## config.mk

```make
export PLATFORM = sky130hd
export DESIGN_NAME = machine_timer
export DESIGN_NICKNAME = d
export VERILOG_FILES = /design/src/rtl/bus_pkg.sv /design/src/rtl/machine_timer.sv
export SDC_FILE = /design/constraint.sdc
export NUM_CORES = 1
export LEC_CHECK = 0
export ABC_CLOCK_PERIOD_IN_PS = 3900
export BUFFER_PORTS_ARGS = -buffer_cell sky130_fd_sc_hd__buf_4
export CAP_MARGIN = 5
export CORE_MARGIN = 1.5
export CORE_UTILIZATION = 62
export DETAILED_ROUTE_END_ITERATION = 10
export PLACE_DENSITY = 0.84
export SLEW_MARGIN = 15
export SYNTH_ARGS = -nofsm -noshare
export SYNTH_HDL_FRONTEND = slang
export SYNTH_SLANG_ARGS = --single-unit
```

## constraint.sdc

```tcl
create_clock -name clk -period 3.9 [get_ports clk]
set_input_delay 0.195 -clock clk [delete_from_list [all_inputs] [get_ports clk]]
set_output_delay 0.195 -clock clk [all_outputs]
set_load 0.01 [all_outputs]
```

## src/rtl/bus_pkg.sv

```systemverilog
package bus_pkg;

    // ####################################################################
    // Widths with a meaning on the bus
    // ####################################################################

    typedef logic [31:0] addr_t;                     // Byte address
    typedef logic [31:0] data_t;                     // Full bus word
    typedef logic [63:0] mtime_t;                    // Machine time and compare
    typedef logic [9:0]  ram_index_t;                // Word index into the RAM

    // ####################################################################
    // Address map
    // ####################################################################

    localparam int unsigned RAM_WORDS = 1024;        // 4 KiB of RAM

    localparam addr_t TIMER_BASE = 32'h0000_8000;
    localparam addr_t TIMER_END  = 32'h0000_800F;

    // Offsets inside the timer window
    localparam addr_t MTIME_LO_OFS    = 32'h0000_0000;
    localparam addr_t MTIME_HI_OFS    = 32'h0000_0004;
    localparam addr_t MTIMECMP_LO_OFS = 32'h0000_0008;
    localparam addr_t MTIMECMP_HI_OFS = 32'h0000_000C;

    typedef enum logic {
        tgt_ram   = 1'b0,
        tgt_timer = 1'b1
    } target_e;

    typedef struct packed {
        logic  start;                                // One-cycle request pulse
        logic  write;                                // High for a store
        addr_t addr;
        data_t wdata;
    } bus_cmd_t;

    typedef struct packed {
        logic  ready;                                // Target can take a start
        data_t rdata;
        logic  rdata_valid;                          // One-cycle read return
    } bus_rsp_t;

endpackage

```

## src/rtl/machine_timer.sv

```systemverilog
`timescale 1ns/100ps

module machine_timer
    import bus_pkg::*;
(
    input  logic     clk,
    input  logic     rst_n,
    input  bus_cmd_t cmd,
    output bus_rsp_t rsp,
    output logic     timer_irq
);

    mtime_t mtime;
    mtime_t mtimecmp;
    logic   accept;
    logic   busy;
    logic   rdata_valid;
    data_t  rdata;
    data_t  read_word;

    assign accept = cmd.start && !busy;

    // Pick the addressed half
    always_comb begin
        case (cmd.addr)
            MTIME_LO_OFS:    read_word = mtime[31:0];
            MTIME_HI_OFS:    read_word = mtime[63:32];
            MTIMECMP_LO_OFS: read_word = mtimecmp[31:0];
            MTIMECMP_HI_OFS: read_word = mtimecmp[63:32];
            default:         read_word = '0;
        endcase
    end

    always_ff @(posedge clk) begin
        if (accept && !cmd.write) begin
            rdata <= read_word;                      // Value from before the edge
        end
    end

    // ####################################################################
    // Counter, compare register and interrupt
    // ####################################################################

    always_ff @(posedge clk) begin
        if (!rst_n) begin
            mtime       <= '0;
            mtimecmp    <= '1;                       // No interrupt until programmed
            timer_irq   <= 1'b0;
            busy        <= 1'b0;
            rdata_valid <= 1'b0;
        end else begin
            mtime       <= mtime + mtime_t'(1);
            timer_irq   <= (mtime >= mtimecmp);
            busy        <= accept;
            rdata_valid <= accept && !cmd.write;
            if (accept && cmd.write) begin
                case (cmd.addr)
                    MTIMECMP_LO_OFS: mtimecmp[31:0]  <= cmd.wdata;
                    MTIMECMP_HI_OFS: mtimecmp[63:32] <= cmd.wdata;
                    default: ;                       // mtime is read only
                endcase
            end
        end
    end

    assign rsp.ready       = !busy;
    assign rsp.rdata       = rdata;
    assign rsp.rdata_valid = rdata_valid;

endmodule

```

# --- Word level (Yosys, flattened, before mapping) ---
# Index checks and enable logic that the tools add are counted.
word_totals:
  out_inout_bits: 35
  reg_bits: 163
  in_bits: 68
classes:
  reduce_logical: 8
  magnitude_cmp: 1
  addsub: 1
  n_eq_ne: 3
  n_mux: 1
op_table:
  columns: ["operator", "n"]
  rows:
  - ["$pmux W32 S4", 1]
  - ["$add A64 B1 Y64 const B", 1]
  - ["$eq A32 B4 Y1 const B", 2]
  - ["$ge A64 B64 Y1", 1]
  - ["$eq A32 B3 Y1 const B", 1]
  - ["$logic_not A32 Y1", 1]
  - ["$reduce_and A2 Y1", 2]
  - ["$logic_and A1 B1 Y1", 3]
  - ["$logic_not A1 Y1", 2]

# --- Longest topological paths before layout ---
logic_depth:
  ltp_word: 4
  mapped_depth: 9

# --- Worst setup path before layout ---
# Ideal clock, no wire load.
synth_path:
  path_type: "reg2reg"
  from: "register busy"
  to: "register rdata[0], enable pin"
  arrival_ps: 1902
  path_slack_ps: 1573
  setup_time_ps: 425
  n_path_buf: 0
  path_stages_with_launch: 3
  period_less_slack_ps: 2327
  cell_sequence: "dfxtp_1 nor2b_1 nor2b_1"
synth_between:
  elab_chain_len: 3
synth_rtl:
  columns: ["item", "line_no", "rtl"]
  rows:
  - ["from (decl)", "machine_timer.sv:16", "logic busy;"]
  - ["from (signal assigned)", "machine_timer.sv:54", "busy <= accept;"]
  - ["$logic_not A1 Y1", "machine_timer.sv:21", "assign accept = cmd.start && !busy;"]
  - ["$logic_and A1 B1 Y1", "machine_timer.sv:21", null]
  - ["$logic_and A1 B1 Y1", "machine_timer.sv:35", "if (accept && !cmd.write) begin"]
  - ["to (signal assigned)", "machine_timer.sv:36", "rdata <= read_word;"]
  - ["to (decl)", "machine_timer.sv:18", "data_t rdata;"]
# No other way between the ends.
# A chain may end at the register's enable or synchronous reset.

# --- Final worst setup path ---
layout_path:
  from: "register mtime[0]"
  to: "register mtime[60]"
layout_between:
  elab_chain_len: 1
layout_rtl:
  columns: ["item", "line_no", "rtl"]
  rows:
  - ["from (decl)", "machine_timer.sv:13", "mtime_t mtime;"]
  - ["from (signal assigned)", "machine_timer.sv:52", "mtime <= mtime + mtime_t'(1);"]
  - ["$add A64 B1 Y64", "machine_timer.sv:52", null]
# No other way between the ends.

==> reports/summary.txt <==
Slew Viols, Final -> 0
clk sinks -> 163
Die Y-Extent -> 121 um
crit path kind -> flop to flop
top cells by area, synth -> dfxtp_1 30%, edfxtp_1 11%, ha_1 9.5%, o211ai_1 5.6%, nand2_1 4.3%
dpl hpwl -> 15300 um
Netlist Area Pre-Place -> 0.00860 mm^2
Max Cap Viol -> 0
Starting Density -> 64.2%
RSZ-0062 raised after global routing -> no
P&R area growth vs syn -> 16.2%
crit end category -> flop
storage element area -> 0.00358 mm^2
Residual DRC -> 0
final weighted congestion in routability-driven placement -> 0.928
dominant cell by count in the synthesized netlist -> dfxtp_1
Flop pwr share -> 51.2%
vias in the first global route -> 7174
Internal Pwr Total -> 2.62 mW
Critical Path RT -> 4.25 ns
Reg clk slew, reported paths -> 0.06 ns
vias per cell -> 6.20
Clock Latency Late Sink -> 0.44 ns
Final period util -> 66.6%
Switching Share -> 22.9%
Tightest Pin Transition -> 1.01 ns
core area -> 0.0134 mm^2
Yosys Warn Count -> 0
crit path time final -> 2.60 ns
Critical Path Slowest Stage Cell -> and3_1
syn_nets -> 1074
worst vdd ir -> 0.274 mV
Avg WL per Cell -> 18.4 um
Initial DRC Count -> 697
Yosys top cell area share -> 30.5%
crit start category -> flop
Avg Inst Size Synth -> 9.14 um^2
most frequent cells after synthesis -> 131 x dfxtp_1, 99 x nand2_1, 89 x nor2_1
Critical Path Max Stage Delay -> 0.63 ns
failing checks -> hold timing
Top Ports -> 103
hold slack -> -0.00115 ns
antenna violations before repair -> 0
Fin Setup TNS -> 0 ns
CP cell instances -> ha_1 > and4_1 > nor2b_1 > and3_1 > nand4_4 > or3_1 > a21oi_1
crit-path leading delay family -> simple AND/OR/NAND/NOR gates
area of the multi-input gates -> 0.00448 mm^2
antenna-violating nets left -> 0
CTS tree -> yes
total CTS buffers -> 17
grt total ovfl -> 0
final setup violation count -> 0
CP max FO -> 14
Unique masters post-synth -> 42
Hold Path Class -> input pin to flop
die width -> 121 um
largest net degree at the start of global routing -> 78
Top FF cell, synth -> dfxtp_1
fillers -> 991
Pleak -> 4.59 nW
Antenna Diode Count -> 0
net switching power figure -> 777 uW
Logic pwr share -> 4.7%
Post-synth EDFFs -> 32
Global Route Usage Sum -> 31.3%
number of placement rows -> 42
Hold Fails Final Rpt -> 1
Critical Path AT -> 2.94 ns
clock buffer depth -> 2
Clk pwr share -> 44.2%
Max-slew headroom -> 32.3%
Power Density -> 340 mW/mm^2
clock root buffer -> clkbuf_16
status -> finished, violations left
nets@finish -> 1161
post-synth top area cell -> dfxtp_1
sequential fraction of the synthesis area -> 41.7%
Post-Syn Instances -> 941
I/O Buffers -> 102
global-route wire length before repair -> 35500 um
H-tree depth -> 4
Post-synth ARST share -> 0%
routed wire length -> 22400 um
share of cells above drive strength 1 -> 14.3%
Fin Clk Skew -> 0.0106 ns
die footprint -> 0.0146 mm^2
FMAX -> 0.385 GHz
CP bufs+invs -> 0
router iterations before antenna repair -> 6
post-synthesis register bit count -> 163
via count -> 7548
## timing repair
action,in CTS,in global routing
hold buffers,9,0
setup buffers,0,0
gates resized for setup,0,0
hold endpoints to repair,15,0
## worst reg2reg max path, cell delays in order, from the launching register on
cell	delay, ns
dfxtp_1	0.39
ha_1	0.23
and4_1	0.24
nor2b_1	0.31
and3_1	0.63
nand4_4	0.22
or3_1	0.35
a21oi_1	0.15
## state kept, by name, summed over array words and instances (netlist names)
signal	count
rdata	32
timer_irq	1
mtime	64
mtimecmp	64
rdata_valid	1
busy	1
## area by class of cell
class | count | area share, %
Multi-Input combinational cell | 654 | 44.8
Tap cell | 176 | 2.20
Timing Repair Buffer | 119 | 9.17
Sequential cell | 163 | 35.9
Inverter | 73 | 2.74
Clock inverter | 13 | 0.889
Clock buffer | 19 | 4.33
## layer usage
metal | up-vias | wire [um] | global-route usage, %
met2 | 362 | 10200 | 49.1
met5 | - | 0 | 0
met3 | 45 | 2040 | 6.70
li1 | 3557 | - | -
met4 | 0 | 446 | 11.5
met1 | 3584 | 9670 | 42.6
## path summary, 6_finish.rpt
path         slack, ns  depth (start not counted)      endpoint     start
max               1.30                          7     mtime[60]  mtime[0]
min reg2reg       0.49                          1      mtime[0]  mtime[0]
min             -0.001                          3  mtimecmp[25]   cmd[25]
max reg2reg       1.30                          7     mtime[60]  mtime[0]
## power by group through the flow
| stage | clock network, mW | registers [mW] | logic (mW) |
|---|---|---|---|
| 3_3_place_gp | 0 | 1.77 | 0.148 |
| 2_1_floorplan | 0 | 1.78 | 0.0514 |
| 5_1_grt | 1.58 | 1.74 | 0.168 |
| 3_5_place_dp | 0 | 1.77 | 0.149 |
| 4_1_cts | 1.50 | 1.74 | 0.157 |
| 6_report | 1.50 | 1.74 | 0.158 |
## cell families after synthesis
| group | count (synthesis) | share of synthesized area (%) |
|---|---|---|
| simple gates | 332 | 19.0 |
| xor+xnor | 45 | 4.58 |
| mux | 37 | 4.31 |
| flops | 163 | 41.7 |
| buf+inv | 124 | 6.53 |
| fa+ha+maj | 65 | 9.46 |
| compound gates | 175 | 14.5 |
## stage by stage
step	utilization [%]	instance area [um^2]	power, mW	setup slack, ns	instances
6_report	74.6	9990	3.40	1.30	1217
5_1_grt	74.6	9990	3.49	1.10	1217
4_1_cts	74.6	9990	3.39	1.34	1217
3_5_place_dp	70.0	9380	1.92	1.20	1176
3_3_place_gp	70.0	9380	1.92	1.28	1176
2_1_floorplan	-	8600	1.83	1.57	941
## cells in the final DEF (no fill, tap or decap), drive strengths merged, types with 4 or more instances in the layout
cell type      n
buf          110
a221o         33
a21oi         38
nand4         33
or3           15
ha            65
xnor2          9
and3          18
nor2          89
nor3           4
nand2         99
inv           74
nor2b          5
o21ai         25
clkinv         9
a21o           4
mux2i         37
and2           7
xor2          36
nand3         36
and4           6
nand2b         4
nor4          15
clkbuf        19
o211ai        64
dlygate4sd3    9
dfxtp        131
edfxtp        32
Power figures use the tool's default switching activity.
