<file path="config.mk">
export PLATFORM = sky130hd
export DESIGN_NAME = memory_map_controller
export DESIGN_NICKNAME = d
export VERILOG_FILES = /design/src/rtl/bus_pkg.sv /design/src/rtl/memory_map_controller.sv
export SDC_FILE = /design/constraint.sdc
export NUM_CORES = 1
export LEC_CHECK = 0
export BUFFER_PORTS_ARGS = -buffer_cell sky130_fd_sc_hd__buf_2
export CORE_AREA = 2 2 118 120
export CTS_CLUSTER_DIAMETER = 30
export DETAILED_ROUTE_END_ITERATION = 10
export DIE_AREA = 0 0 120 122
export GPL_ROUTABILITY_DRIVEN = 1
export SETUP_SLACK_MARGIN = 0.1
export SLEW_MARGIN = 20
export SYNTH_ARGS = -nofsm -noshare
export SYNTH_HDL_FRONTEND = slang
export SYNTH_SLANG_ARGS = --single-unit
</file>
<file path="constraint.sdc">
create_clock -name clk -period 3.9 [get_ports clk]
set_clock_uncertainty 0.05 [all_clocks]
set_input_delay 0.39 -clock clk [delete_from_list [all_inputs] [get_ports clk]]
set_output_delay 0.39 -clock clk [all_outputs]
set_load 0.03 [all_outputs]
</file>
<file path="src/rtl/bus_pkg.sv">
package bus_pkg;

    // ####################################################################
    // Widths with a meaning on the bus
    // ####################################################################

    typedef logic [31:0] addr_t;                     // Byte address
    typedef logic [31:0] data_t;                     // Full bus word
    typedef logic [63:0] mtime_t;                    // Machine time and compare
    typedef logic [9:0]  ram_index_t;                // Word index into the RAM

    // ####################################################################
    // Address map
    // ####################################################################

    localparam int unsigned RAM_WORDS = 1024;        // 4 KiB of RAM

    localparam addr_t TIMER_BASE = 32'h0000_8000;
    localparam addr_t TIMER_END  = 32'h0000_800F;

    // Offsets inside the timer window
    localparam addr_t MTIME_LO_OFS    = 32'h0000_0000;
    localparam addr_t MTIME_HI_OFS    = 32'h0000_0004;
    localparam addr_t MTIMECMP_LO_OFS = 32'h0000_0008;
    localparam addr_t MTIMECMP_HI_OFS = 32'h0000_000C;

    typedef enum logic {
        tgt_ram   = 1'b0,
        tgt_timer = 1'b1
    } target_e;

    typedef struct packed {
        logic  start;                                // One-cycle request pulse
        logic  write;                                // High for a store
        addr_t addr;
        data_t wdata;
    } bus_cmd_t;

    typedef struct packed {
        logic  ready;                                // Target can take a start
        data_t rdata;
        logic  rdata_valid;                          // One-cycle read return
    } bus_rsp_t;

endpackage

</file>
<file path="src/rtl/memory_map_controller.sv">
`timescale 1ns/100ps

module memory_map_controller
    import bus_pkg::*;
(
    input  logic     clk,
    input  logic     rst_n,
    input  bus_cmd_t core_cmd,
    output bus_rsp_t core_rsp,
    output bus_cmd_t ram_cmd,
    input  bus_rsp_t ram_rsp,
    output bus_cmd_t timer_cmd,
    input  bus_rsp_t timer_rsp
);

    logic    is_timer_addr;
    target_e sel;
    target_e rsp_sel;
    logic    accept;

    // ####################################################################
    // Decode and steering
    // ####################################################################

    assign is_timer_addr = (core_cmd.addr >= TIMER_BASE) && (core_cmd.addr <= TIMER_END);
    assign sel           = is_timer_addr ? tgt_timer : tgt_ram;   // Everything else is RAM

    assign ram_cmd.start = core_cmd.start && (sel == tgt_ram);
    assign ram_cmd.write = core_cmd.write && (sel == tgt_ram);
    assign ram_cmd.addr  = core_cmd.addr;                // RAM sits at zero
    assign ram_cmd.wdata = core_cmd.wdata;

    assign timer_cmd.start = core_cmd.start && (sel == tgt_timer);
    assign timer_cmd.write = core_cmd.write && (sel == tgt_timer);
    assign timer_cmd.addr  = core_cmd.addr - TIMER_BASE;
    assign timer_cmd.wdata = core_cmd.wdata;

    // ####################################################################
    // Response selection
    // ####################################################################

    assign core_rsp.ready = (sel == tgt_timer) ? timer_rsp.ready : ram_rsp.ready;
    assign accept         = core_cmd.start && core_rsp.ready;

    // Remember who owes the reply
    always_ff @(posedge clk) begin
        if (!rst_n) begin
            rsp_sel <= tgt_ram;
        end else if (accept) begin
            rsp_sel <= sel;
        end
    end

    always_comb begin
        if (rsp_sel == tgt_timer) begin
            core_rsp.rdata       = timer_rsp.rdata;
            core_rsp.rdata_valid = timer_rsp.rdata_valid;
        end else begin
            core_rsp.rdata       = ram_rsp.rdata;
            core_rsp.rdata_valid = ram_rsp.rdata_valid;
        end
    end

endmodule

</file>
## Word-level counts from Yosys, hierarchy flattened

Index checks and enable logic that the tools add are counted.

| word-level totals | value |
|---|---|
| logic and storage cells | 14 |
| bits in read-only memories | 0 |
| input port bits | 136 |
| bits in latches | 0 |
| register bits after elaboration | 1 |
| memories kept | 0 |
| memory bits (writable) | 0 |

| operators by class | value |
|---|---|
| shift operators | 0 |
| mux-type cells | 3 |
| equality and inequality tests | 0 |
| multiply operators | 0 |
| order comparisons | 2 |
| bitwise logic cells | 1 |
| add/sub/neg operators | 1 |
| reductions and logical operators | 6 |
| div/mod/pow operators | 0 |

Operators by type and width:

| operator | count |
|---|---|
| 33-bit 2-to-1 mux | 1 |
| 32-bit by 16-bit greater-or-equal comparator with 1-bit output, second input constant | 1 |
| 32-bit by 16-bit <= comparator with 1-bit output, second input constant | 1 |
| 32-bit by 16-bit subtractor with 32-bit output, second input constant | 1 |
| 1-bit logical AND | 6 |
| 1-bit 2-to-1 mux | 2 |
| 1-bit inverter | 1 |

## Logic depth before layout (Yosys ltp)

| depth | value |
|---|---|
| word-level depth | 5 |
| mapped depth | 5 |
| mapped depth without buffers | 5 |

## Worst setup path before layout

OpenSTA, ideal clock, no wires.

| timing | value |
|---|---|
| path kind | input-to-output |
| start | input core_cmd[47] (netlist name) |
| end | output timer_cmd[59] (netlist name) |
| buffers on the path | 0 |
| data arrival time | 1.992 ns |
| stages | 5 |
| path slack | 1.467 ns |
| path through | inv_1 > ha_1 > nand3_1 > or4_1 > xnor2_1 |

RTL lines:

| what | line | text |
|---|---|---|
| start, declared | memory_map_controller.sv:8 | `input bus_cmd_t core_cmd,` |
| end, declared | memory_map_controller.sv:12 | `output bus_cmd_t timer_cmd,` |

==> flow_summary.ini <==
[route]
total_iterations_of_the_first_detailed_routing_run = 4
via_count = 1574
routedWlPerCell_um = 12.97
drt-vias-per-instance = 3.342
routed_wl_mm = 6.109
initial_detailed_routing_violation_count = 38
ant_nets = 0
drt_drc_violations_left = 0

[floorplan]
die_width_um = 120
start_util_pct = 12.26
die_area_mm2 = 0.01464
coreArea_mm2 = 0.01350
num_io_pins = 302
placement_rows = 43
die-height_um = 122

[setup_path]
worst-endpoint-arrival_ps = 2160
critical-path-max-stage-delay_ps = 520
critical_path.most_common_cell = sky130_fd_sc_hd__buf_2
worstReg2RegEnd = rsp_sel
crit_required_ps = 3460
r2r_start = rsp_sel
timing.critical_path.cells = buf_2 -> nor4_1 -> nand4_1 -> nor3_4 -> mux2_4 -> buf_2
worst_setup_path_start_kind = primary input
cp_slowest_cell = sky130_fd_sc_hd__nor4_1
setup_slack_of_the_worst_register_to_register_path_ps = 2390
reg2regPathDepth = 4
critPathKind = primary input to output port
worst-path-max-fanout = 5
cp-end-kind = output port

[logic_synthesis]
synth_cells = 211
synth.yosys.warnings = 0
synth-seq-area-share_pct = 1.209
synth.cell_area_mm2 = 0.001655
synth_seq_cells = 1
synth_fp_nets = 348
post_synthesis_mean_instance_area_um2 = 7.845
yosysUniqueCellTypes = 26

[power]
power.total_uw = 264.6
power.density_mw_per_mm2 = 131.4
vdd_ir_drop_max_v = 0.00005226
p_leak_nw = 1.068

[run]
max_cap_violations = 0

[cells_and_area]
registers.top_by_ff_count = rsp_sel
total_number_of_nets_in_the_final_design = 430
antenna_diode_count = 0
largest_register_ffs = 1
area.growth.synth_to_final_pct = 21.62
final_cells = 471
post-route-util_pct = 14.91
layout_top_registers = rsp_sel (1)
layout-drive-gt1-share_pct = 80.76

[clock_tree]
cts_hold_buffers = 0
cts.repair.resized = 0
post_cts_buffers = 0
clock_latency_of_the_later_clocked_register_in_the_worst_skew_pair_ps = 0
clk_pin_slew_worst_paths_ps = 0

[timing]
setup_viol = 0
unrepaired_setup_endpoints_after_global_routing = no
finalMaxSlewViolations = 0
final_min_period_over_clock_period_pct = 66.76
timing.fmax_mhz = 384.1
count_of_final_hold_check_violations = 0
timing.final.crit_period_ps = 2604
timing.slew.headroom_pct = 62.39
tightestPinTransition_ps = 559.9
tns_ps = 0

[hold_path]
timing.hold.worst_endpoint = rsp_sel
worst_hold_path.num_cells = 2
timing.hold.worst.start = rst_n
hold_path_class = primary input to flop

[placement]
gpl.final_weighted_congestion = 0.7500
place.detailed.instances = 471
portBuffers = 193
place_hpwl_mm = 5.634

[outcome]
outcome = finished, final reports clean

[global_routing]
antenna_found_initial = 6
first_pass_grt_wire_length_mm = 7.962
grt_util_all_layers_pct = 7.123
grt_overflow = 0
grt_start_max_net_pins = 35
vias_in_the_first_global_route = 1400
synth_stat cells:
library cell / instances / area [µm²]
sky130_fd_sc_hd__buf_4: 111 / 833.3
sky130_fd_sc_hd__mux2_2: 33 / 371.6
sky130_fd_sc_hd__nand2_1: 10 / 37.54
sky130_fd_sc_hd__xor2_1: 8 / 70.07
sky130_fd_sc_hd__xnor2_1: 6 / 52.55
sky130_fd_sc_hd__nor2_1: 5 / 18.77
sky130_fd_sc_hd__nor3_1: 5 / 25.02
sky130_fd_sc_hd__nor4_1: 5 / 31.28
sky130_fd_sc_hd__clkbuf_1: 4 / 15.01
sky130_fd_sc_hd__inv_1: 4 / 15.01
sky130_fd_sc_hd__or4_1: 3 / 22.52
sky130_fd_sc_hd__and2_2: 2 / 15.01
sky130_fd_sc_hd__and2b_2: 2 / 17.52
sky130_fd_sc_hd__a2111oi_0: 1 / 8.760
sky130_fd_sc_hd__a21oi_1: 1 / 5.000
sky130_fd_sc_hd__and3_1: 1 / 6.260
sky130_fd_sc_hd__and4_1: 1 / 8.760
sky130_fd_sc_hd__dfxtp_1: 1 / 20.02
sky130_fd_sc_hd__ha_1: 1 / 12.51
sky130_fd_sc_hd__mux2_4: 1 / 15.01
sky130_fd_sc_hd__nand3_1: 1 / 5.000
sky130_fd_sc_hd__nand3b_1: 1 / 7.510
sky130_fd_sc_hd__nand4_1: 1 / 6.260
sky130_fd_sc_hd__nor3_4: 1 / 16.27
sky130_fd_sc_hd__o21a_1: 1 / 7.510
sky130_fd_sc_hd__or3_4: 1 / 11.26
critical path: cells and delay by family:
family	cells	cell delay [ps]
buffers and inverters	2	310
muxes	1	320
and+or+nand+nor	3	1150
how the worst max path moves through the flow:
stage	start	endpoint	slack [ps]	depth (start not counted)
global route	core_cmd[53]	core_rsp[33]	1140	6
finish	core_cmd[53]	core_rsp[33]	1300	6
floorplan	core_cmd[47]	timer_cmd[59]	1470	5
CTS	core_cmd[53]	core_rsp[33]	1250	6
detailed placement	core_cmd[53]	core_rsp[33]	1270	6
global placement	core_cmd[53]	core_rsp[33]	1280	6
layer usage:
layer  part of all wire (%)  GRT usage, %
met2                     52         13.96
met3                     10         1.545
met5                   0.44             0
met4                    2.2         1.397
met1                     35         7.828
report_power, final:
part / switching [mW] / internal [mW] / leakage (nW)
Clock: 0 / 0 / 0
Combinational: 0.163 / 0.0910 / 1.06
Sequential: 0.00000000000536 / 0.0104 / 0.00805
Total: 0.163 / 0.101 / 1.07
cell families after synthesis:
| family | after synthesis | share of synthesized area (%) |
|---|---|---|
| multiplexers | 34 | 23.36 |
| buffers and inverters | 119 | 52.15 |
| adder cells (fa/ha/maj) | 1 | 0.7557 |
| XOR/XNOR | 14 | 7.408 |
| AO/OA/AOI/OAI | 3 | 1.285 |
| flip-flops | 1 | 1.209 |
| AND/OR/NAND/NOR | 39 | 13.83 |
area by class of cell:
| cell class | count | area, µm² |
|---|---|---|
| inverters | 4 | 15.01 |
| well taps | 180 | 225.2 |
| fillers | 1583 | 11490 |
| repair buffers | 195 | 980.9 |
| multi-input cells | 91 | 772.0 |
| flip-flops and latches | 1 | 20.02 |
cell usage in the layout (no fill, tap or decap), types with 2 or more instances in the layout:
master,count
sky130_fd_sc_hd__buf_4,2
sky130_fd_sc_hd__buf_2,193
sky130_fd_sc_hd__and2b_2,2
sky130_fd_sc_hd__nor2_1,5
sky130_fd_sc_hd__or4_1,3
sky130_fd_sc_hd__xor2_1,8
sky130_fd_sc_hd__nand2_1,10
sky130_fd_sc_hd__mux2_2,33
sky130_fd_sc_hd__nor4_1,5
sky130_fd_sc_hd__nor3_1,5
sky130_fd_sc_hd__and2_2,2
sky130_fd_sc_hd__inv_1,4
sky130_fd_sc_hd__xnor2_1,6
per-stage QoR:
step	cell area, µm²	setup slack [ps]	hold slack (ps)
after CTS	2013	1251	570.2
after detailed placement	2013	1265	570.2
final	2013	1296	564.6
after global routing	2013	1137	578.4
after global placement	2013	1278	559.6
after floorplan	1655	1468	457.8
No activity file was read; power rests on OpenSTA's default activity.
